[config.mk]
export PLATFORM = sky130hd
export DESIGN_NAME = sync_fifo
export DESIGN_NICKNAME = d
export VERILOG_FILES = /design/src/logic/sync_fifo.sv
export SDC_FILE = /design/constraint.sdc
export NUM_CORES = 1
export LEC_CHECK = 0
export ABC_CLOCK_PERIOD_IN_PS = 2800
export BUFFER_PORTS_ARGS = -buffer_cell sky130_fd_sc_hd__buf_2
export CAP_MARGIN = 40
export CORE_MARGIN = 10
export CORE_UTILIZATION = 40
export DETAILED_ROUTE_END_ITERATION = 10
export PLACE_DENSITY = 0.58
export SYNTH_ARGS = -nofsm -noshare
export SYNTH_HDL_FRONTEND = slang
export SYNTH_SLANG_ARGS = --single-unit
[constraint.sdc]
create_clock -name aclk -period 2.8 [get_ports aclk]
set_input_delay 0.28 -clock aclk [delete_from_list [all_inputs] [get_ports aclk]]
set_output_delay 0.28 -clock aclk [all_outputs]
set_load 0.005 [all_outputs]
[src/logic/sync_fifo.sv]
// single-clock FIFO, head word shown on dout while nempty (fall-through)
// half_full rises at DEPTH/2 entries; callers use it as their "full"
// push while full or pop while empty is illegal, nothing guards it here
`timescale 1ns/1ns
`default_nettype none

module sync_fifo #(
   parameter int WIDTH = 8,
   parameter int DEPTH = 4
) (
   input  wire              aclk,
   input  wire              rst,
   input  wire              push,      // write din this cycle
   input  wire              pop,       // drop head this cycle
   input  wire  [WIDTH-1:0] din,
   output logic [WIDTH-1:0] dout,      // current head
   output logic             nempty,
   output logic             half_full
);

   localparam int PTR_BITS = (DEPTH > 1) ? $clog2(DEPTH) : 1;
   localparam int CNT_BITS = $clog2(DEPTH + 1);
   localparam logic [PTR_BITS-1:0] LAST_PTR = PTR_BITS'(DEPTH - 1);
   localparam logic [CNT_BITS-1:0] HALF_CNT = CNT_BITS'(DEPTH / 2);

   logic [WIDTH-1:0]    mem [DEPTH];   // storage, no reset
   logic [PTR_BITS-1:0] wr_ptr;
   logic [PTR_BITS-1:0] rd_ptr;
   logic [CNT_BITS-1:0] count;         // entries held

   // storage write
   always_ff @(posedge aclk) begin
      if (push) begin
         mem[wr_ptr] <= din;
      end
   end

   // pointers and occupancy
   always_ff @(posedge aclk or posedge rst) begin
      if (rst) begin
         wr_ptr <= '0;
         rd_ptr <= '0;
         count  <= '0;
      end else begin
         if (push) begin
            wr_ptr <= (wr_ptr == LAST_PTR) ? '0 : wr_ptr + 1'b1; // wrap for any depth
         end
         if (pop) begin
            rd_ptr <= (rd_ptr == LAST_PTR) ? '0 : rd_ptr + 1'b1;
         end
         case ({push, pop})
            2'b10:   count <= count + 1'b1;
            2'b01:   count <= count - 1'b1;
            default: count <= count;         // both or neither
         endcase
      end
   end

   assign dout      = mem[rd_ptr];
   assign nempty    = (count != '0);
   assign half_full = (count >= HALF_CNT);

   // callers must respect the flags; an overrun would silently lose an entry
   a_no_overflow: assert property (@(posedge aclk) disable iff (rst)
      push && !pop |-> count != CNT_BITS'(DEPTH))
      else $error("sync_fifo: push while full");

   a_no_underflow: assert property (@(posedge aclk) disable iff (rst)
      pop |-> count != '0)
      else $error("sync_fifo: pop while empty");

endmodule

`default_nettype wire

# --- Word level (Yosys, flattened, before mapping) ---
# Memories as Yosys holds them, arrays and structs flattened.
# Index checks and enable logic that the tools add are counted.
totals:
  mem_bits_rw: 32
  output_inout_bits: 10
  n_memories: 1
  ff_bits: 7
  input_bits: 12
mem_list:
  columns: ["name", "words", "word_bits", "read_ports", "rd_clocked_by_memory_dff", "wr", "line_no", "rtl"]
  rows:
  - ["mem", 4, 8, 1, 0, 1, "26", "logic [WIDTH-1:0] mem [DEPTH];"]
classes:
  n_reduce_logical: 2
  add_sub_neg: 4
  n_mux: 5
  order_cmp: 1
  n_eq_ne: 4
ops:
  columns: ["op", "count"]
  rows:
  - ["$eq A2 B2 Y1 const B", 3]
  - ["$pmux W3 S2", 1]
  - ["$add A2 B1 Y2 const B", 2]
  - ["$mux W2", 2]
  - ["$add A3 B1 Y3 const B", 1]
  - ["$ge A3 B2 Y1 const B", 1]
  - ["$reduce_bool A3 Y1", 1]
  - ["$sub A3 B1 Y3 const B", 1]
  - ["$eq A2 B1 Y1 const B", 1]
  - ["$mux W1", 2]
  - ["$reduce_bool A2 Y1", 1]

# --- Logic depth before layout (Yosys ltp) ---
# Gate-level depths: netlist of run 1.
depth:
  word_depth: 2
  depth_mapped: 6

# --- Least setup slack after synthesis of run 1 ---
# No wires, ideal clock.
synth_timing:
  kind: "input to register"
  start: "in push"
  end: "reg count[2]"
  setup_time_ps: 125
  setup_slack_ps: 1438
  required_time_ps: 2675
  cell_stages: 6
  t_arrival_ps: 1237
  cell_sequence: "inv_1 -> ha_1 -> fa_1 -> xnor2_1 -> nor2_1 -> xor2_1"
synth_via:
  elab_chain_cells: 2
  elab_cells_between_ends: 4
synth_lines:
  columns: ["item", "line_no", "rtl"]
  rows:
  - ["from (decl)", "13", "input wire push,"]
  - ["$eq A2 B1 Y1 or $eq A2 B2 Y1 (tied branches)", "51", "case ({push, pop})"]
  - ["$pmux W3 S2 or $reduce_bool A2 Y1 (tied branches)", null, null]
  - ["to (signal assigned)", "52", "2'b10: count <= count + 1'b1;"]
  - ["to (signal assigned)", "53", "2'b01: count <= count - 1'b1;"]
  - ["to (signal assigned)", "54", "default: count <= count;"]
  - ["to (decl)", "29", "logic [CNT_BITS-1:0] count;"]
# Several ways; a longest one is shown, not always the timed one.
# A chain may end at the register's enable or synchronous reset.

# --- Final worst setup path of run 1 ---
layout_timing:
  start: "reg rd_ptr[0]"
  end: "out dout[1]"
layout_via:
  elab_chain_cells: 1
layout_lines:
  columns: ["item", "line_no", "rtl"]
  rows:
  - ["from (decl)", "28", "logic [PTR_BITS-1:0] rd_ptr;"]
  - ["from (signal assigned)", "49", "rd_ptr <= (rd_ptr == LAST_PTR) ? '0 : rd_ptr + 1'b1;"]
  - ["$mem_v2 Z4 W8", null, null]
  - ["to (decl)", "16", "output logic [WIDTH-1:0] dout,"]
# Every way passes these cells.

==> key figures, run 1 <==
Outcome
  – Run status: complete, no violations

Die
  – Die Wd: 82.6 µm
  – Ports: 22
  – Starting Density: 0.422
  – Total core area: 0.00372 mm²
  – Die Height: 82.6 µm
  – Die ar.: 0.00683 mm²
  – Placement Rows: 22

Critical path
  – Worst path cell trace: mux4_2 -> buf_2
  – Startpoint types: register
  – Crit path from: rd_ptr[0]$_DFFE_PP0P_
  – RR Startpoint: rd_ptr[0]$_DFFE_PP0P_
  – Crit path DAT: 1750 ps
  – Slowest CP cell: dfrtp_1
  – Critical path class: reg -> out
  – Crit path capture: dout[1]
  – Worst stage delay on the critical path: 730 ps
  – R2R Path End: rd_ptr[1]$_DFFE_PP0P_
  – CP Depth: 2
  – Critical path fanouts, max: 10
  – Crit-path leading delay family: flip-flops
  – Crit end category: primary output
  – Worst Reg-to-Reg Cells: 2
  – Reg-to-reg slack, setup: 1360 ps
  – Worst EP required: 2520 ps
  – Worst Path Buf+Inv: 1

Clock tree
  – Clock tree buffer depth: 2
  – TritonCTS buffer count: 5
  – H-tree levels: 2
  – CTS tree: yes
  – Worst-Skew Late Latency: 290 ps
  – Reg clk slew, reported paths: 70 ps
  – Resized cells post-CTS: 0
  – CTS root buf: clkbuf_8
  – Post-CTS Setup Bufs: 0
  – Clk sink count: 39
  – CTS Hold Bufs: 1

GRT
  – GRT Util Overall: 0.0810
  – Largest net degree at the start of global routing: 13
  – First-pass GRT wire length: 4.00 mm
  – GRT Residual Overflow: 0
  – Initial antenna violation count: 0
  – Vias in the first global route: 805

Placement
  – Detailed placement HPWL: 1.71 mm
  – Port Buffers: 21
  – GP Congestion: 0.657

Logic synthesis
  – Dominant cells by area after synthesis: edfxtp_1, mux4_2, dfrtp_1, ha_1, and2_1
  – Top-area cell type share of the netlist area: 0.612
  – Synthesized instance count: 78
  – Complex-gate fraction of the synthesized area: 0.00638
  – Largest family of logic cells by synthesized area: multiplexers
  – Post-synthesis xor/xnor area fraction: 0.0167
  – Post-Syn Nets: 97
  – Synth Register Bits: 39
  – Yosys warning total: 0
  – Synth Area in Adders: 0.0606
  – Post-Synth Simple-Gate Area: 0.0367
  – Mean Syn Cell Area: 20.1 µm²
  – Area leader, netlist: edfxtp_1
  – Sequential area share after synthesis: 0.724
  – Cell area after synthesis: 0.00157 mm²
  – Multiplexer share of the synthesized area: 0.136
  – Library cells used by synthesis: 19

Detailed routing
  – Routed Antenna Nets: 0
  – Initial DRC count: 32
  – DR vias: 752
  – DR vias/cell: 4.88
  – Total wire length: 2.43 mm
  – Wire per inst: 15.8 µm
  – Remaining DRCs: 0
  – Pre-Repair DR Iteration Count: 4

Cells and area
  – Final #Nets: 124
  – Share of cells above drive strength 1: 0.368
  – Ant. Diodes: 0
  – Area grow syn2layout: 15.6%

Timing
  – Tcrit/Tclk final: 0.723
  – Max_slew headroom: 0.595
  – Worst Skew: 4.61 ps
  – Finish-stage setup viols: 0
  – Final hold vios: 0
  – Final min period: 2030 ps
  – Max-slew violations: 0
  – RSZ-0062 raised after global routing: no
  – Worst slew pin tran: 607 ps
  – Fmax: 0.494 GHz
  – Final hold slack: 206 ps
  – Setup TNS: 0 ps

Job
  – Max-cap violations: 0

Pwr
  – Tot Pwr: 1600 µW
  – Leakage: 0.000676 µW
  – Pwr/cell area: 884 mW/mm²
  – Max IR drop VDD: 0.000458 V

Worst hold path
  – Worst min-delay path startpoint: din[7]
  – Worst Hold Class: in -> reg
## worst min path at each step
stage,to,depth (start not counted)
floorplan,count[0]$_DFFE_PP0P_,1
global placement,wr_ptr[0]$_DFFE_PP0P_,2
detailed placement,wr_ptr[1]$_DFFE_PP0P_,2
CTS,mem[0][7]$_DFFE_PP_,1
global route,mem[1][2]$_DFFE_PP_,1
finish,mem[0][7]$_DFFE_PP_,1
## worst register-to-register path, delay by kind of cell, from the launching register on
kind	cells	cell delay, ps
adder cells (fa/ha/maj)	1	340
flip-flops	1	730
multiplexers	1	260
## layer usage
metal,vias up,global-route usage,part of all wire
li1,350,-,-
met1,369,0.0897,0.40
met2,26,0.129,0.50
met3,7,0.0346,0.079
met4,0,0.0452,0.022
met5,-,0,0
## per-stage QoR
stage,utilization,worst slack (ps),std cells,cell area (µm²)
after floorplan,-,1440,78,1570
after global placement,0.462,1060,145,1720
after detailed placement,0.462,1050,145,1720
after CTS,0.488,735,154,1810
after global routing,0.488,652,154,1810
final,0.488,775,154,1810
## cells by family (layout without fill, tap and decap cells)
| logic type | Yosys count | count (layout) |
|---|---|---|
| buf+inv | 6 | 34 |
| simple gates | 10 | 10 |
| mux | 11 | 11 |
| compound gates | 2 | 2 |
| xor+xnor | 3 | 3 |
| flops | 39 | 39 |
| fa+ha+maj | 7 | 7 |
## registers in the layout, summed over array words and instances, names as in the netlist
register	count
mem	32
count	3
rd_ptr	2
wr_ptr	2
## synth_stat cells
library cell and count:
and2_1 4, buf_2 1, buf_6 1, dfrtp_1 7, edfxtp_1 32, fa_1 1, ha_1 6, inv_1 4
mux2_2 2, mux2i_1 1, mux4_2 8, nand2_1 1, nand2b_1 1, nor2_1 1, o21ai_0 2, or2_2 1
or3_1 2, xnor2_1 2, xor2_1 1
## report_power, final
| part | switching, µW | total [µW] | internal (µW) |
|---|---|---|---|
| sequential | 102 | 861 | 759 |
| combinational | 161 | 383 | 222 |
| clock | 185 | 359 | 174 |
## cell type report
class | instances | area (µm²)
fill | 321 | 1900
sequential | 39 | 1140
multi-input combinational | 33 | 402
timing repair buffer | 22 | 115
clock buffer | 6 | 72.6
tap | 48 | 60.1
inverter | 4 | 15.0
clock inverter | 2 | 12.5
## placed cells by master (no fill, tap or decap)
cell	count
and2_1	4
buf_2	21
clkbuf_1	1
clkbuf_8	5
clkinv_2	1
clkinvlp_4	1
dfrtp_1	7
dlygate4sd3_1	1
edfxtp_1	32
fa_1	1
ha_1	6
inv_1	4
mux2_2	2
mux2i_1	1
mux4_2	8
nand2_1	1
nand2b_1	1
nor2_1	1
o21ai_0	2
or2_2	1
or3_1	2
xnor2_1	2
xor2_1	1
(Power assumes the default switching activity.)
==> run 2, diff against run 1 <==
ABC_CLOCK_PERIOD_IN_PS = 2100   (was 2800)
clock period = 2.1 ns   (was 2.8 ns; I/O delays follow)
==> run 2 against run 1 <==
Against the previous run:
- cell area rose by 1.9%
- sequential cell count is the same
- final cell count increased by 0.65%
- register-to-register slack got worse by 750 ps
- count of clock-buffer cells in the layout shrank 1
- setup slack lost 560 ps
- wire length increased by 1.7%
- utilization increased by 0.94 points
- critical endpoint is now dout[2]
- largest power group unchanged
==> key figures, run 2 (synthesis gave the netlist of run 1 again) <==
Critical path
  – Crit end category: primary output
  – Worst stage delay on the critical path: 680 ps (-50 ps)
  – Critical path class: reg -> out
  – Slowest CP cell: dfrtp_1
  – Startpoint types: register
  – Worst Path Buf+Inv: 1 (unchanged)
  – Crit path DAT: 1680 ps (-70 ps)
  – Worst EP required: 1890 ps (-630 ps)
  – Crit-path leading delay family: flip-flops
  – Critical path fanouts, max: 9 (-1)
  – Worst path cell trace: mux4_2 -> buf_2

Timing
  – Setup TNS: 0 ps (unchanged)
  – Max-slew violations: 0 (unchanged)
  – Final hold vios: 0 (unchanged)
  – Worst Skew: 3.56 ps (-1.06 ps)
  – Final min period: 1890 ps
  – Max_slew headroom: 0.645 (+0.0501)
  – Worst slew pin tran: 532 ps (-75.2 ps)
  – RSZ-0062 raised after global routing: no
  – Finish-stage setup viols: 0 (unchanged)
  – Worst setup margin: 214 ps (-560 ps)
  – Fmax: 0.530 GHz
  – Tcrit/Tclk final: 0.898

GRT
  – Vias in the first global route: 816 (+1.4%)
  – Initial antenna violation count: 0 (unchanged)
  – Largest net degree at the start of global routing: 14 (+1)
  – GRT Util Overall: 0.0820 (+0.00101)
  – First-pass GRT wire length: 4.03 mm (+0.67%)
  – GRT Residual Overflow: 0 (unchanged)

Placement
  – Worst slack, placed: 488 ps (-560 ps)
  – GP Congestion: 0.662 (+0.81%)
  – Port Buffers: 21 (unchanged)
  – Detailed placement HPWL: 1.79 mm (+4.7%)

Die
  – Die Height: 82.6 µm (unchanged)
  – Total core area: 0.00372 mm² (unchanged)
  – Die ar.: 0.00683 mm² (unchanged)
  – Ports: 22 (unchanged)
  – Starting Density: 0.422 (unchanged)
  – Placement Rows: 22 (unchanged)
  – Die Wd: 82.6 µm (unchanged)

Cells and area
  – Ant. Diodes: 0 (unchanged)
  – Area of the multi-input gates: 402 µm² (unchanged)
  – Area grow syn2layout: 17.8%
  – Share of cells above drive strength 1: 0.383 (+0.0153)
  – Most common cell after layout, fill and taps aside: edfxtp_1
  – Register Area: 0.00114 mm² (unchanged)
  – Top reg by flops: mem
  – Largest regs: mem (32), count (3)
  – Commonest cells after routing, fill and taps aside: edfxtp_1, buf_2, mux4_2
  – Max reg flops: 32 (unchanged)
  – Final #Nets: 125 (+0.81%)
  – Fill count: 309 (-3.7%)

Detailed routing
  – Routed Antenna Nets: 0 (unchanged)
  – Wire per inst: 15.9 µm (+1.1%)
  – Pre-Repair DR Iteration Count: 2 (-2)
  – DR vias/cell: 4.82 (-1.3%)
  – Remaining DRCs: 0 (unchanged)
  – Initial DRC count: 11 (-66%)
  – DR vias: 747 (-0.66%)
  – Total wire length: 2.47 mm (+1.7%)

Clock tree
  – TritonCTS buffer count: 5 (unchanged)
  – CTS root buf: clkbuf_8
  – Clock tree buffer depth: 2 (unchanged)
  – H-tree levels: 2 (unchanged)
  – Worst-Skew Late Latency: 290 ps (about the same)
  – Post-CTS Setup Bufs: 0 (unchanged)
  – Clk sink count: 39 (unchanged)
  – Reg clk slew, reported paths: 70 ps (about the same)
  – CTS tree: yes

Pwr
  – Leakage: 0.000698 µW (+3.2%)
  – Tot Pwr: 2270 µW (+42%)
  – Max IR drop VDD: 0.000722 V (+58%)
  – Pwr/cell area: 1230 mW/mm² (+39%)

Outcome
  – Run status: complete, no violations

Worst hold path
  – Worst Hold Class: in -> reg

Job
  – Max-cap violations: 0 (unchanged)
run 2: cell count changes in the layout (fill, tap and decap cells not counted), sizes merged:
cell,change
buf,+1
bufinv,+1
clkbuf,-1
clkinv,+1
clkinvlp,-1
run 2: layer usage:
metal,GRT usage,wire [µm],vias to the layer above
li1,-,-,352
met1,0.0874,1030,374
met2,0.140,1230,16
met3,0.0346,160,5
met4,0.0351,42,0
met5,0,0,-
run 2: final timing paths:
check / start / end / slack, ps / depth (start not counted)
hold reg to reg: count[2]$_DFFE_PP0P_ / count[2]$_DFFE_PP0P_ / 480 / 1
min in group asynchronous: rst / wr_ptr[0]$_DFFE_PP0P_ / 390 / 3
setup reg to reg: rd_ptr[0]$_DFFE_PP0P_ / rd_ptr[1]$_DFFE_PP0P_ / 610 / 3
max in group asynchronous: rst / rd_ptr[0]$_DFFE_PP0P_ / 1490 / 3
setup / recovery: rd_ptr[0]$_DFFE_PP0P_ / dout[2] / 210 / 2
hold / removal: din[2] / mem[3][2]$_DFFE_PP_ / 140 / 1
run 2: worst reg2reg max path, stage by stage (launching register included):
cell	delay [ps]
dfrtp_1	680
buf_4	220
ha_1	220
mux2_2	260
run 2: final cells by class:
type | instances | share of cell area
Clock inverter | 3 | 0.0237
Timing Repair Buffer | 23 | 0.0664
Clock buffer | 5 | 0.0372
Tap cell | 48 | 0.0325
Inverter | 4 | 0.00812
Multi-Input combinational cell | 33 | 0.217
Sequential cell | 39 | 0.615
run 2: power breakdown:
group	leakage (µW)	internal (µW)	switching [µW]
Sequential	0.000377	1010	127
Clock	0.0000581	353	252
Combinational	0.000263	303	222
Total	0.000698	1670	601
run 2: per-stage QoR:
step	util	cell area [µm²]	hold slack, ps	std cells
finish	0.497	1850	136	155
global placement	0.464	1730	157	146
floorplan	-	1570	13.4	78
CTS	0.497	1850	124	155
detailed placement	0.464	1730	165	146
global route	0.497	1850	132	155
run 2: what timing repair did:
| item | in CTS | in global routing |
|---|---|---|
| hold endpoints to repair | 7 | 0 |
| hold buffers | 1 | 0 |
| gates resized for setup | 0 | 0 |
