File: src/include/axibram_defs.svh
// sizes shared by the write-side BRAM slave and its testbench
// memory is word addressed, every beat is assumed to be one full 32-bit word
// burst length field is AXI3 width, so bursts are 1..16 beats
// FIFO depth should be a power of two, ready drops at half of it
`ifndef AXIBRAM_DEFS_SVH
`define AXIBRAM_DEFS_SVH

// word-address bits of the memory, 1024 words
`define AXIBRAM_ADDR_BITS 10

// awid / wid / bid width of the GP port
`define AXIBRAM_ID_BITS 12

// data bus width
`define AXIBRAM_DATA_BITS 32

// one strobe per byte lane
`define AXIBRAM_STRB_BITS (`AXIBRAM_DATA_BITS / 8)

// awlen width, AXI3
`define AXIBRAM_LEN_BITS 4

// entries per queue (address, data, response)
`define AXIBRAM_FIFO_DEPTH 4

`endif

File: src/logic/axibram_pkg.sv
// types for the write-side BRAM slave
// response codes other than OKAY are listed for completeness but never produced
`default_nettype none

`include "axibram_defs.svh"

package axibram_pkg;

   // AXI burst type, awburst encoding
   typedef enum logic [1:0] {
      BURST_FIXED    = 2'b00, // same word every beat
      BURST_INCR     = 2'b01, // word + 1
      BURST_WRAP     = 2'b10, // +1 inside aligned window
      BURST_RESERVED = 2'b11  // treated as fixed
   } axi_burst_e;

   // write response code
   typedef enum logic [1:0] {
      RESP_OKAY   = 2'b00,
      RESP_EXOKAY = 2'b01, // unused, no exclusive access
      RESP_SLVERR = 2'b10, // unused
      RESP_DECERR = 2'b11  // unused
   } axi_resp_e;

   // one memory word, seen whole or by byte lane
   typedef union packed {
      logic [`AXIBRAM_DATA_BITS-1:0]       word;  // read view
      logic [`AXIBRAM_STRB_BITS-1:0][7:0]  bytes; // strobed write view
   } bram_word_u;

endpackage

`default_nettype wire

File: src/logic/write_burst_ctrl.sv
// pairs one queued address with its data beats and writes them to memory
// a burst ends on whichever comes first of its beat count and wlast
// awsize is not seen here since every beat is one word
// WRAP assumes a legal awlen of 1, 3, 7 or 15 (window of 2..16 words)
`timescale 1ns/1ns
`default_nettype none

`include "axibram_defs.svh"

module write_burst_ctrl
   import axibram_pkg::*;
(
   input  wire                           aclk,
   input  wire                           rst,
   // address queue head
   input  wire                           aw_nempty,
   output logic                          aw_pop,    // burst start
   input  wire  [`AXIBRAM_ADDR_BITS-1:0] aw_addr,   // word address
   input  wire  [`AXIBRAM_LEN_BITS-1:0]  aw_len,
   input  wire  axi_burst_e              aw_burst,
   // data queue head
   input  wire                           w_nempty,
   output logic                          w_pop,     // one per memory write
   input  wire                           w_last,
   input  wire  [`AXIBRAM_ID_BITS-1:0]   w_id,
   // response queue
   input  wire                           b_full,
   output logic                          b_push,
   output logic [`AXIBRAM_ID_BITS-1:0]   b_id,
   // memory write port
   output logic                          mem_we,
   output logic [`AXIBRAM_ADDR_BITS-1:0] mem_addr
);

   logic                          in_prog;     // burst being written
   logic [`AXIBRAM_LEN_BITS-1:0]  left;        // beats after the current one
   axi_burst_e                    burst_r;
   logic [`AXIBRAM_LEN_BITS-1:0]  len_r;       // awlen that sets the wrap window
   logic [`AXIBRAM_ADDR_BITS-1:0] addr_r;      // current word address
   logic [`AXIBRAM_ADDR_BITS-1:0] addr_inc;
   logic [`AXIBRAM_ADDR_BITS-1:0] wrap_mask;   // low bits that move in WRAP
   logic [`AXIBRAM_ADDR_BITS-1:0] next_addr;
   logic                          beat_last;   // head beat closes the burst
   logic                          beat_ok;     // head beat written now
   logic                          start;

   assign beat_last = (left == '0) || w_last;
   // last beat waits for room in the response queue
   assign beat_ok   = in_prog && w_nempty && !(beat_last && b_full);
   assign start     = aw_nempty && w_nempty && (!in_prog || (beat_ok && beat_last));

   assign addr_inc  = addr_r + 1'b1;
   assign wrap_mask = {{(`AXIBRAM_ADDR_BITS - `AXIBRAM_LEN_BITS){1'b0}}, len_r};

   always_comb begin
      case (burst_r)
         BURST_INCR: next_addr = addr_inc;
         BURST_WRAP: next_addr = (addr_r & ~wrap_mask) | (addr_inc & wrap_mask); // keep upper bits
         default:    next_addr = addr_r;  // FIXED and RESERVED
      endcase
   end

   always_ff @(posedge aclk or posedge rst) begin
      if (rst) begin
         in_prog <= 1'b0;
         left    <= '0;
         burst_r <= BURST_FIXED;
         len_r   <= '0;
         addr_r  <= '0;
      end else begin
         if (start) begin
            in_prog <= 1'b1;               // may chain straight after a last beat
         end else if (beat_ok && beat_last) begin
            in_prog <= 1'b0;
         end

         if (start) begin
            left    <= aw_len;             // start wins over the decrement
            burst_r <= aw_burst;
            len_r   <= aw_len;
            addr_r  <= aw_addr;
         end else if (beat_ok) begin
            left    <= left - 1'b1;
            addr_r  <= next_addr;
         end
      end
   end

   assign aw_pop   = start;
   assign w_pop    = beat_ok;
   assign mem_we   = beat_ok;
   assign mem_addr = addr_r;
   assign b_push   = beat_ok && beat_last; // one response per burst
   assign b_id     = w_id;                 // id of the closing beat

   // the wrap window is aligned only for 2, 4, 8 or 16 beats
   a_wrap_window: assert property (@(posedge aclk) disable iff (rst)
      (start && aw_burst == BURST_WRAP) |-> (aw_len inside {4'd1, 4'd3, 4'd7, 4'd15}))
      else $error("write_burst_ctrl: wrap burst length has no aligned window");

endmodule

`default_nettype wire

File: config.mk
export PLATFORM = sky130hd
export DESIGN_NAME = write_burst_ctrl
export DESIGN_NICKNAME = d
export VERILOG_FILES = /design/src/logic/axibram_pkg.sv /design/src/logic/write_burst_ctrl.sv
export VERILOG_INCLUDE_DIRS = /design/src /design/src/include
export SDC_FILE = /design/constraint.sdc
export NUM_CORES = 1
export LEC_CHECK = 0
export CORE_ASPECT_RATIO = 0.75
export CORE_MARGIN = 4
export CORE_UTILIZATION = 55
export DETAILED_ROUTE_END_ITERATION = 12
export DONT_BUFFER_PORTS = 1
export PLACE_DENSITY = 0.84
export SKIP_CTS_REPAIR_TIMING = 1
export SLEW_MARGIN = 20
export SYNTH_ARGS = -nofsm -noshare
export SYNTH_HDL_FRONTEND = slang
export SYNTH_SLANG_ARGS = --single-unit
File: constraint.sdc
create_clock -name aclk -period 1.63 [get_ports aclk]
set_input_delay 0.2445 -clock aclk [delete_from_list [all_inputs] [get_ports aclk]]
set_output_delay 0.2445 -clock aclk [all_outputs]
set_load 0.02 [all_outputs]
**Word level (Yosys, flattened, before mapping)**

Cells that the tools add are included.

- Reduce and logical (&&, ||, !) cells: 15
- Multiplexer cells: 7
- Add/sub/neg operators: 2
- Bitwise gates (word level): 4
- Eq/ne operators: 2

Operators with widths:

| cell | number |
|---|---|
| $mux W10 | 2 |
| $pmux W10 S2 | 1 |
| $add A10 B1 Y10 const B | 1 |
| $and A10 B10 Y10 | 1 |
| $and A10 B4 Y10 | 1 |
| $not A4 Y10 | 1 |
| $or A10 B10 Y10 | 1 |
| $mux W4 | 2 |
| $logic_and A1 B1 Y1 | 6 |
| $logic_not A4 Y1 | 1 |
| $reduce_bool A2 Y1 | 2 |
| $sub A4 B1 Y4 const B | 1 |
| $reduce_bool A3 Y1 | 1 |
| $eq A2 B1 Y1 const B | 1 |
| $eq A2 B2 Y1 const B | 1 |
| $logic_not A1 Y1 | 2 |
| $logic_or A1 B1 Y1 | 2 |
| $mux W1 | 2 |
| $reduce_and A2 Y1 | 1 |

- Register bits: 21
- Output and inout port bits: 26
- Word-level logic and storage cells: 35

**Depth between registers and ports, before layout**

Gate-level depths: netlist of run 1.

- Word-level depth: 10
- Mapped depth: 8
- Mapped depth without buffers: 7

**Least setup slack after synthesis of run 1**

No wires, ideal clock.

- Kind: register to register
- Start: reg left[0]
- End: reg left[0]
- Slack: -0.043 ns
- Buffers on the path: 0
- Cell stages (with the launch flop): 8
- Data arrival time: 1.540 ns
- Data required time: 1.497 ns
- Cells stage by stage: dfrtp_1 -> inv_1 -> ha_1 -> nor3b_1 -> o2111ai_1 -> clkinv_1 -> nand2_1 -> o21ai_0

- Longest elaborated chain between the ends: 9
- Elaborated cells on any way between the ends: 12
- Those cells by class: add/sub: 1; mux: 2; reduce/logical: 9

RTL lines:

| element | line | text |
|---|---|---|
| start: declaration | write_burst_ctrl.sv:36 | `` logic [`AXIBRAM_LEN_BITS-1:0] left; `` |
| start signal: assignment | write_burst_ctrl.sv:78 | `left <= aw_len;` |
| start signal: assignment | write_burst_ctrl.sv:83 | `left <= left - 1'b1;` |
| $logic_not A4 Y1 (*) | write_burst_ctrl.sv:47 | `assign beat_last = (left == '0) \|\| w_last;` |
| $logic_or A1 B1 Y1 (*) | write_burst_ctrl.sv:47 |  |
| $logic_and A1 B1 Y1 | write_burst_ctrl.sv:49 | `assign beat_ok = in_prog && w_nempty && !(beat_last && b_full);` |
| $logic_not A1 Y1 | write_burst_ctrl.sv:49 |  |
| $logic_and A1 B1 Y1 | write_burst_ctrl.sv:49 |  |
| $logic_and A1 B1 Y1 (*) | write_burst_ctrl.sv:50 | `assign start = aw_nempty && w_nempty && (!in_prog \|\| (beat_ok && beat_last));` |
| $logic_or A1 B1 Y1 (*) | write_burst_ctrl.sv:50 |  |
| $logic_and A1 B1 Y1 (*) | write_burst_ctrl.sv:50 |  |
| via aw_pop | write_burst_ctrl.sv:17 | `output logic aw_pop,` |
| $mux W4 or $reduce_bool A2 Y1 (tied branches) | n/a |  |

The timed path passes the listed nets; every way through them passes the cells marked *. The select of a mux whose other input is x is not followed.
A chain may end at the register's enable or synchronous reset.

**Worst setup path in the final report of run 1**

- Start: reg left[1]
- End: out mem_we

- Longest elaborated chain between the ends: 5

RTL lines:

| element | line | text |
|---|---|---|
| $logic_not A4 Y1 | write_burst_ctrl.sv:47 |  |
| $logic_or A1 B1 Y1 | write_burst_ctrl.sv:47 |  |
| $logic_and A1 B1 Y1 | write_burst_ctrl.sv:49 |  |
| $logic_not A1 Y1 | write_burst_ctrl.sv:49 |  |
| $logic_and A1 B1 Y1 | write_burst_ctrl.sv:49 |  |
| end: declaration | write_burst_ctrl.sv:31 | `output logic mem_we,` |

No other way between the ends.

==> summary.md, run 1 <==
| Metric | Value |
|---|---|
| Status | complete, but fails checks |
| Failing checks | negative setup slack |
| Number of enable flip-flop cells after synthesis | 0 |
| Most numerous cell on the critical path | sky130_fd_sc_hd__buf_6 |
| Final Hold Fails | 0 |
| Worst slew margin relative to its limit | 77.2% |
| Register bit count reported by yosys | 21 |
| Post-placement setup slack | -0.0983 ns |
| Via count of the first global-routing pass | 1,166 |
| Setup slack, reg-to-reg | -0.19 ns |
| Remaining number of nets flagged by the antenna check after routing | 0 |
| Count of input and output buffers | 0 |
| Global-route usage over all layers | around a fifth |
| Kind of critical path | reg -> out |
| Number of antenna violations at the first check in global routing | 0 |
| WHS Endpoint | in_prog |
| Total power divided by cell area | 1640 nW/um^2 |
| Dominant delay contributor by cell family on the critical path | buffers and inverters |
| Most instantiated flip-flop cell in the synthesis netlist | sky130_fd_sc_hd__dfrtp_1 |
| Deepest level of the CTS H-tree | 1 |
| Die ar. | around 3200 sq um |
| Post-route insts no fill | slightly below 200 |
| CTS Sinks | 21 |
| Routed via count divided by cell count | 6.41 |
| Cell at the root of the clock tree | sky130_fd_sc_hd__clkbuf_4 |
| Number of failing setup endpoints in the final timing report | 14 |
| Wire length per cell | 18.7 um |
| Sequential fraction of the synthesis area | a little over 40% |
| Worst-path clk slew | 0.12 ns |
| Global-route congestion overflow total | 0 |
| Reg-to-reg critical path endpoint | mem_addr[8] |
| Syn Nets | 186 |
| Floorplan die width | 63.7 um |
| Worst Path Buf+Inv | 5 |
| Maximum fanout encountered on the critical timing path | 4 |
| Wire length of the first global-routing pass | 5160 um |
| Critical path's slowest cell | sky130_fd_sc_hd__dfrtp_1 |
| N_diodes | 0 |
| Layout fillers | 144 |
| Via count | 1,238 |
| Worst hold path startpoint | w_nempty |
| Initial core utilization | 61.0% |
| Instance count of the mapped netlist | 150 |
| Clk_skew | 0.0114 ns |
| Maximum buffer depth of the clock tree | 2 |
| TritonCTS clock tree | yes |
| Worst setup EP type | output pin |
| Async set or reset register ratio after synthesis | 100% |
| GP Congestion | 0.810 |
| Share of layout cells above drive strength 1 | 30.8% |
| Routed wire length | around 3600 um |
| Final HPWL DP | 2410 um |
| Cts bufs inserted | 3 |
| Std-Cell Core Area | 2100 sq um |
| Floorplan row count | 14 |
| Synthesis Warnings | 0 |
| Final Core Density | 75.1% |
| Synth Cell Area | 1280 sq um |
| Hold Path Cell Cnt | 2 |
| Remaining routing DRC violations | 0 |
| Critical Path Start Type | register |
| Synthesis-to-layout area growth | 23.1% |
| Unrepaired setup endpoints after global routing | true |
| WP data required | 1.39 ns |
| Summed negative setup slack over all endpoints | -1.68 ns |
| Number of primary I/O pins | 60 |
| Startpoint of the lowest-slack register-to-register path | left[1] |
| Pin slew with the least headroom to its limit | 0.341 ns |
| Highest ir drop seen on vdd | around 0.79 mV |
| Mean area per synthesized cell | around 8.5 sq um |
| Placed cell count | 178 |
| Drt initial violations | roughly 140 |
| HP Class | in -> reg |
| Count of max-cap constraint violations | 0 |
| Pin count of the biggest net entering global routing | 29 |
| Cell leakage power | between 0.7 and 0.8 nW |
| Crit share post-route | 115% |
| Fin nets | 206 |
| Highest cell delay on the worst timing path | ~0.42 ns |
| Setup ws final | -0.242 ns |
| Final critical delay including setup and external delays | 1.87 ns |
| Peak clock frequency supported by timing | 534 MHz |
| Ordered cell list for the critical path | inv_2 -> ha_4 -> nand4bb_4 -> nand3_4 -> buf_6 -> inv_4 -> buf_6 -> buf_12 |
| Distinct cell type count of the synthesized netlist | 32 |
| Clock insertion delay at the later pin of the skew report | 0.31 ns |
| Data arrival time of the critical path | 1.63 ns |
| Path depth of the worst reg2reg path | 8 |
| Pre-Repair DR Iteration Count | 4 |
| Number of pins exceeding their max-slew limit in the final report | 0 |
| Vert. Die Dim | 49.8 um |
worst reg2reg max path, stage by stage (launching register included):
cell and delay (ns):
sky130_fd_sc_hd__dfrtp_1 0.39, sky130_fd_sc_hd__inv_2 0.06, sky130_fd_sc_hd__ha_4 0.17, sky130_fd_sc_hd__nand4bb_4 0.11, sky130_fd_sc_hd__nand3_4 0.09, sky130_fd_sc_hd__buf_6 0.15, sky130_fd_sc_hd__buf_4 0.15, sky130_fd_sc_hd__or4_1 0.50
sky130_fd_sc_hd__a31oi_1 0.14
kinds of logic after synthesis:
logic type,share of synthesized area [%]
simple gates,27.3
mux,0.879
buf+inv,12.4
xor+xnor,2.05
flops,41.0
fa+ha+maj,1.95
compound gates,14.4
area by class of cell:
| class | count | area, sq um | share of cell area [%] |
|---|---|---|---|
| sequential | 21 | 526 | 33.3 |
| inverter | 8 | 32.5 | 2.06 |
| timing repair buffer | 33 | 289 | 18.3 |
| multi-input combinational | 103 | 674 | 42.7 |
| clock buffer | 4 | 26.3 | 1.67 |
| tap | 24 | 30.0 | 1.90 |
per-layer routing:
metal	up-vias	track usage, %	wire [um]
met4	0	8.24	108
met1	578	23.9	1440
met3	22	9.32	399
li1	558	-	-
met2	80	33.6	1670
met5	-	0	0
layout by cell type (no fill, tap or decap), types with 4 or more instances in the layout:
cell and count:
sky130_fd_sc_hd__buf_4 24, sky130_fd_sc_hd__nand2_1 22, sky130_fd_sc_hd__dfrtp_1 21, sky130_fd_sc_hd__nor2_1 14, sky130_fd_sc_hd__a31oi_1 10, sky130_fd_sc_hd__o31ai_1 7
sky130_fd_sc_hd__buf_6 7, sky130_fd_sc_hd__o21ai_0 5, sky130_fd_sc_hd__a21oi_1 5, sky130_fd_sc_hd__nand4_1 4, sky130_fd_sc_hd__inv_1 4, sky130_fd_sc_hd__or4_1 4
worst max-delay path by stage:
| stage | slack (ns) | cells after the start | endpoint | startpoint |
|---|---|---|---|---|
| 6_report | -0.24 | 8 | mem_we | left[1] |
| 3_5_place_dp | -0.1 | 7 | register | left[1] |
| 2_1_floorplan | -0.008 | 7 | left[0] | left[0] |
| 5_1_grt | -0.33 | 8 | mem_we | left[1] |
| 3_3_place_gp | -0.004 | 7 | register | left[1] |
| 4_1_cts | -0.43 | 6 | aw_pop | left[1] |
Yosys cell counts, drive strengths merged (2+ instances only):
cell type	count	area, sq um
nand4	4	25.0
a21oi	5	25.0
a31oi	10	62.6
dfrtp	21	526
inv	7	26.3
nand2b	3	18.8
o21ai	7	35.0
nand4b	2	17.5
nand2	23	86.3
or3	2	12.5
nor2	15	56.3
nand3	3	20.0
ha	2	25.0
nor3b	2	15.0
or4	6	45.0
buf	18	129
xor2	2	17.5
o31ai	7	52.6
where the power goes:
part	internal (mW)	total [mW]	switching, mW
clock	0.0954	0.256	0.161
sequential	0.727	0.920	0.193
combinational	0.656	1.42	0.762
per-stage QoR:
step / hold WS [ns] / area, sq um / power (mW)
after floorplan: 0.221 / 1280 / 1.63
final: 0.0343 / 1580 / 2.59
after global routing: 0.0329 / 1580 / 2.77
after global placement: 0.180 / 1370 / 1.96
after CTS: -0.149 / 1400 / 2.30
after detailed placement: 0.184 / 1370 / 2.05
Note: power is estimated with default switching activity, not from simulation.
==> inputs of run 2 (changes only) <==
CORE_UTILIZATION = 35   (was 55)
PLACE_DENSITY = 0.62   (was 0.84)
==> summary.md, run 2 (synthesized netlist as in run 1, its figures left out) <==
| Metric | Value |
|---|---|
| Status | complete, but fails checks |
| Failing checks | negative setup slack |
| Remaining routing DRC violations | 0 |
| Worst slew margin relative to its limit | 76.9% |
| Net load switching power | around 1.0 mW |
| Crit share post-route | 110% |
| Path depth of the worst reg2reg path | 8 |
| Worst-path clk slew | about 0.080 ns |
| Hold Path Cell Cnt | 2 |
| N_diodes | 0 |
| Setup slack, reg-to-reg | -0.14 ns |
| Summed negative setup slack over all endpoints | -1.50 ns |
| Most numerous cell on the critical path | sky130_fd_sc_hd__inv_2 |
| Initial core utilization | 37.7% |
| Ordered cell list for the critical path | inv_2 -> ha_4 -> nor3b_2 -> o2111ai_2 -> inv_2 -> buf_4 |
| Die ar. | 4700 sq um |
| Worst Path Buf+Inv | 3 |
| Deepest level of the CTS H-tree | 1 |
| Floorplan die width | slightly below 80 um |
| WP data required | 1.39 ns |
| Highest ir drop seen on vdd | 0.568 mV |
| Total power divided by cell area | between 1500 and 2000 nW/um^2 |
| Worst hold path startpoint | w_nempty |
| Std-Cell Core Area | 3400 sq um |
| Cell leakage power | 0.737 nW |
| Wire length per cell | around 15 um |
| Share of layout cells above drive strength 1 | 31.6% |
| Number of antenna violations at the first check in global routing | 0 |
| Final HPWL DP | 2450 um |
| Worst setup EP type | output pin |
| Cell internal power dissipation | 1.57 mW |
| Routed wire length | ~3300 um |
| Kind of critical path | reg -> out |
| Routed via count divided by cell count | between 5 and 6 |
| Wire length of the first global-routing pass | 5180 um |
| Maximum buffer depth of the clock tree | 2 |
| Pin count of the biggest net entering global routing | 22 |
| Number of pins exceeding their max-slew limit in the final report | 0 |
| GP Congestion | 0.768 |
| Critical Path Start Type | register |
| Via count of the first global-routing pass | approximately 1.1k |
| Cts bufs inserted | 3 |
| HP Class | in -> reg |
| Remaining number of nets flagged by the antenna check after routing | 0 |
| Synthesis-to-layout area growth | 30.6% |
| Vert. Die Dim | 60.4 um |
| Floorplan row count | 18 |
| Top library cells by usage in the layout, fill and taps aside | sky130_fd_sc_hd__buf_4, sky130_fd_sc_hd__nand2_1, sky130_fd_sc_hd__dfrtp_1 |
| Via count | 1,184 |
| Highest cell delay on the worst timing path | ~0.40 ns |
| Number of primary I/O pins | 60 |
| Clock group share of total power | 13.0% |
| Clk_skew | 0.00272 ns |
| Setup ws final | -0.165 ns |
| Final Hold Fails | 0 |
| Startpoint of the lowest-slack register-to-register path | left[1] |
| Commonest non-fill, non-tap cell in the layout | sky130_fd_sc_hd__buf_4 |
| Critical path's slowest cell | sky130_fd_sc_hd__dfrtp_1 |
| Count of input and output buffers | 0 |
| Dominant delay contributor by cell family on the critical path | flip-flops |
| Peak clock frequency supported by timing | 557 MHz |
| Logic pwr share | between 50% and 60% |
| Clock insertion delay at the later pin of the skew report | 0.26 ns |
| Maximum fanout encountered on the critical timing path | 3 |
| Fin nets | 211 |
| TritonCTS clock tree | yes |
| WHS Endpoint | in_prog |
| Cell at the root of the clock tree | sky130_fd_sc_hd__clkbuf_8 |
| Seq pwr share | 34.5% |
| Unrepaired setup endpoints after global routing | true |
| Sw frac | 40.1% |
| Count of max-cap constraint violations | 0 |
| Pre-Repair DR Iteration Count | 4 |
| CTS Sinks | 21 |
| PnR Total Power | between 2 and 3 mW |
| Pin slew with the least headroom to its limit | 0.346 ns |
| Data arrival time of the critical path | 1.55 ns |
| Drt initial violations | approximately 120 |
| Number of failing setup endpoints in the final timing report | 14 |
| Global-route congestion overflow total | 0 |
| Final critical delay including setup and external delays | 1.79 ns |
| Global-route usage over all layers | around 14% |
[run 2: final cells by class]
cell class	instances	area (sq um)
fill	326	1730
clock buffer	4	45.0
inverter	8	30.0
multi-input combinational	103	661
sequential	21	526
tap	50	62.6
timing repair buffer	38	349
[run 2: worst max path at each step]
stage                 start        to  slack [ns]  cells after the start
detailed placement  left[1]  register       -0.12                      7
global placement    left[1]  register       -0.09                      7
global route        left[1]    b_push       -0.23                      6
CTS                 left[1]    aw_pop       -0.39                      6
finish              left[1]    aw_pop       -0.16                      6
floorplan           left[0]   left[0]      -0.008                      7
[run 2: through the flow]
step / worst slack, ns / hold slack [ns] / cells / util [%] / instance area (sq um)
2_1_floorplan: -0.00832 / 0.221 / 150 / - / 1280
3_3_place_gp: -0.0880 / 0.184 / 209 / 42.7 / 1450
3_5_place_dp: -0.117 / 0.192 / 209 / 42.7 / 1450
4_1_cts: -0.388 / -0.0919 / 213 / 44.0 / 1500
5_1_grt: -0.235 / 0.0819 / 224 / 49.2 / 1670
6_report: -0.165 / 0.0873 / 224 / 49.2 / 1670
[run 2: layer usage]
layer	GRT usage, %	share of wire [%]
met1	17.1	42
met4	5.84	2.1
met3	5.19	7.7
met5	0	0
met2	23.4	48
[run 2: power groups by stage]
stage	combinational [mW]	sequential [mW]	clock (mW)
finish	1.37	0.903	0.341
global route	1.51	0.934	0.376
CTS	1.18	0.894	0.351
detailed placement	1.18	0.903	0
global placement	1.13	0.892	0
floorplan	0.604	1.03	0
==> inputs of run 3 (changes only) <==
CELL_PAD_IN_SITES_DETAIL_PLACEMENT = 1   (was not set)
CELL_PAD_IN_SITES_GLOBAL_PLACEMENT = 2   (was not set)
CORE_MARGIN = 10   (was 4)
CORE_UTILIZATION = 30   (was 35)
PLACE_DENSITY = 0.84   (was 0.62)
==> summary.md, run 3 (synthesized netlist as in run 1, its figures left out) <==
| Metric | Value |
|---|---|
| N_diodes | 0 |
| Count of input and output buffers | 0 |
| Total power divided by cell area | 1610 nW/um^2 |
| Routed via count divided by cell count | 5.19 |
| Clk_skew | 0.00611 ns |
| Setup ws final | -0.147 ns |
| Pin count of the biggest net entering global routing | 29 |
| Maximum buffer depth of the clock tree | 2 |
| Via count of the first global-routing pass | 1,226 |
| Wire length of the first global-routing pass | around 6100 um |
| Via count | 1,162 |
| Critical Path Start Type | register |
| WP data required | 1.39 ns |
| Fin nets | 206 |
| Global-route usage over all layers | 10.4% |
| Cts bufs inserted | 3 |
| Reg-to-reg critical path endpoint | mem_addr[8] |
| Count of max-cap constraint violations | 0 |
| Remaining routing DRC violations | 0 |
| Worst-path clk slew | 0.07 ns |
| GP Congestion | 0.772 |
| CTS Sinks | 21 |
| Global-route congestion overflow total | 0 |
| Final critical delay including setup and external delays | 1.78 ns |
| TritonCTS clock tree | yes |
| Status | complete, but fails checks |
| Floorplan die width | 95.5 um |
| Final HPWL DP | 2980 um |
| Std-Cell Core Area | 4080 sq um |
| Cell leakage power | just over 0.7 nW |
| Peak clock frequency supported by timing | between 500 and 600 MHz |
| Top library cells by usage in the layout, fill and taps aside | sky130_fd_sc_hd__buf_4, sky130_fd_sc_hd__nand2_1, sky130_fd_sc_hd__dfrtp_1 |
| HP Class | in -> reg |
| Die ar. | 7310 sq um |
| Placed cell count | 211 |
| Failing checks | negative setup slack |
| Number of failing setup endpoints in the final timing report | 11 |
| Floorplan row count | 20 |
| Kind of critical path | reg -> out |
| Synthesis-to-layout area growth | 26.8% |
| Highest ir drop seen on vdd | 0.400 mV |
| Cell at the root of the clock tree | sky130_fd_sc_hd__clkbuf_8 |
| Data arrival time of the critical path | 1.53 ns |
| Share of layout cells above drive strength 1 | 30.2% |
| Final Hold Fails | 0 |
| Unrepaired setup endpoints after global routing | true |
| Number of primary I/O pins | 60 |
| Post-route insts no fill | 224 |
| Crit share post-route | 109% |
| Drt initial violations | 36 |
| Worst slew margin relative to its limit | 79.2% |
| Startpoint of the lowest-slack register-to-register path | left[1] |
| Worst setup EP type | output pin |
| Vert. Die Dim | 76.6 um |
| Maximum fanout encountered on the critical timing path | 6 |
| Number of pins exceeding their max-slew limit in the final report | 0 |
| Number of antenna violations at the first check in global routing | 0 |
| Deepest level of the CTS H-tree | 1 |
| Remaining number of nets flagged by the antenna check after routing | 0 |
| Commonest non-fill, non-tap cell in the layout | sky130_fd_sc_hd__buf_4 |
| Crit path to | mem_we |
| Post-placement setup slack | -0.253 ns |
| Clock insertion delay at the later pin of the skew report | 0.26 ns |
| Routed wire length | about 4000 um |
| Pin slew with the least headroom to its limit | just over 0.3 ns |
| Setup slack, reg-to-reg | -0.13 ns |
| Path depth of the worst reg2reg path | 7 |
| Pre-Repair DR Iteration Count | 4 |
| Wire length per cell | about 18 um |
| Initial core utilization | 31.4% |
| Worst setup path startpoint | left[1] |
## run 3: critical path, stage by stage (launching register included)
cell and delay [ns]:
sky130_fd_sc_hd__dfrtp_1 0.40, sky130_fd_sc_hd__inv_2 0.09, sky130_fd_sc_hd__ha_4 0.16, sky130_fd_sc_hd__nand4bb_4 0.13
sky130_fd_sc_hd__nand3_4 0.13, sky130_fd_sc_hd__inv_1 0.09, sky130_fd_sc_hd__buf_6 0.14, sky130_fd_sc_hd__buf_12 0.13
## run 3: layer usage
metal  up-vias  routed length (um)  global-route usage, %
li1        558                   -                      -
met1       568                1630                   11.4
met2        26                2030                   17.8
met3        10                 258                   3.54
met4         0                  98                   3.97
met5         -                   0                      0
## run 3: power breakdown
group	internal, mW	leakage [nW]	switching [mW]	total (mW)
registers	0.729	0.243	0.177	0.906
clock network	0.174	0.0228	0.164	0.338
logic	0.623	0.438	0.754	1.38
total	1.53	0.704	1.09	2.62
## run 3: cell type report
class	instances	area, sq um
clock buffers	4	45.0
repair buffers	33	282
flip-flops and latches	21	526
well taps	55	68.8
fillers	493	2450
inverters	8	30.0
multi-input cells	103	673
## run 3: worst min-delay path by stage
stage | depth (start not counted) | slack (ns) | start | to
2_1_floorplan | 1 | 0.22 | rst | async pin
3_3_place_gp | 2 | 0.18 | rst | in_prog
3_5_place_dp | 2 | 0.20 | rst | mem_addr[0]
4_1_cts | 2 | -0.09 | rst | mem_addr[0]
5_1_grt | 2 | 0.09 | aw_len[3] | len_r[3]
6_report | 2 | 0.09 | aw_burst[1] | burst_r[1]
## run 3: through the flow
step                setup TNS [ns]  total power, mW  utilization, %  hold WS (ns)  area (sq um)
floorplan                  -0.0250             1.63               -         0.221          1280
global placement            -0.736             2.01            34.9         0.184          1420
detailed placement           -3.51             2.10            34.9         0.196          1420
CTS                          -4.86             2.46            36.0       -0.0908          1470
global route                 -2.10             2.83            39.8        0.0867          1620
finish                      -0.987             2.62            39.8        0.0928          1620
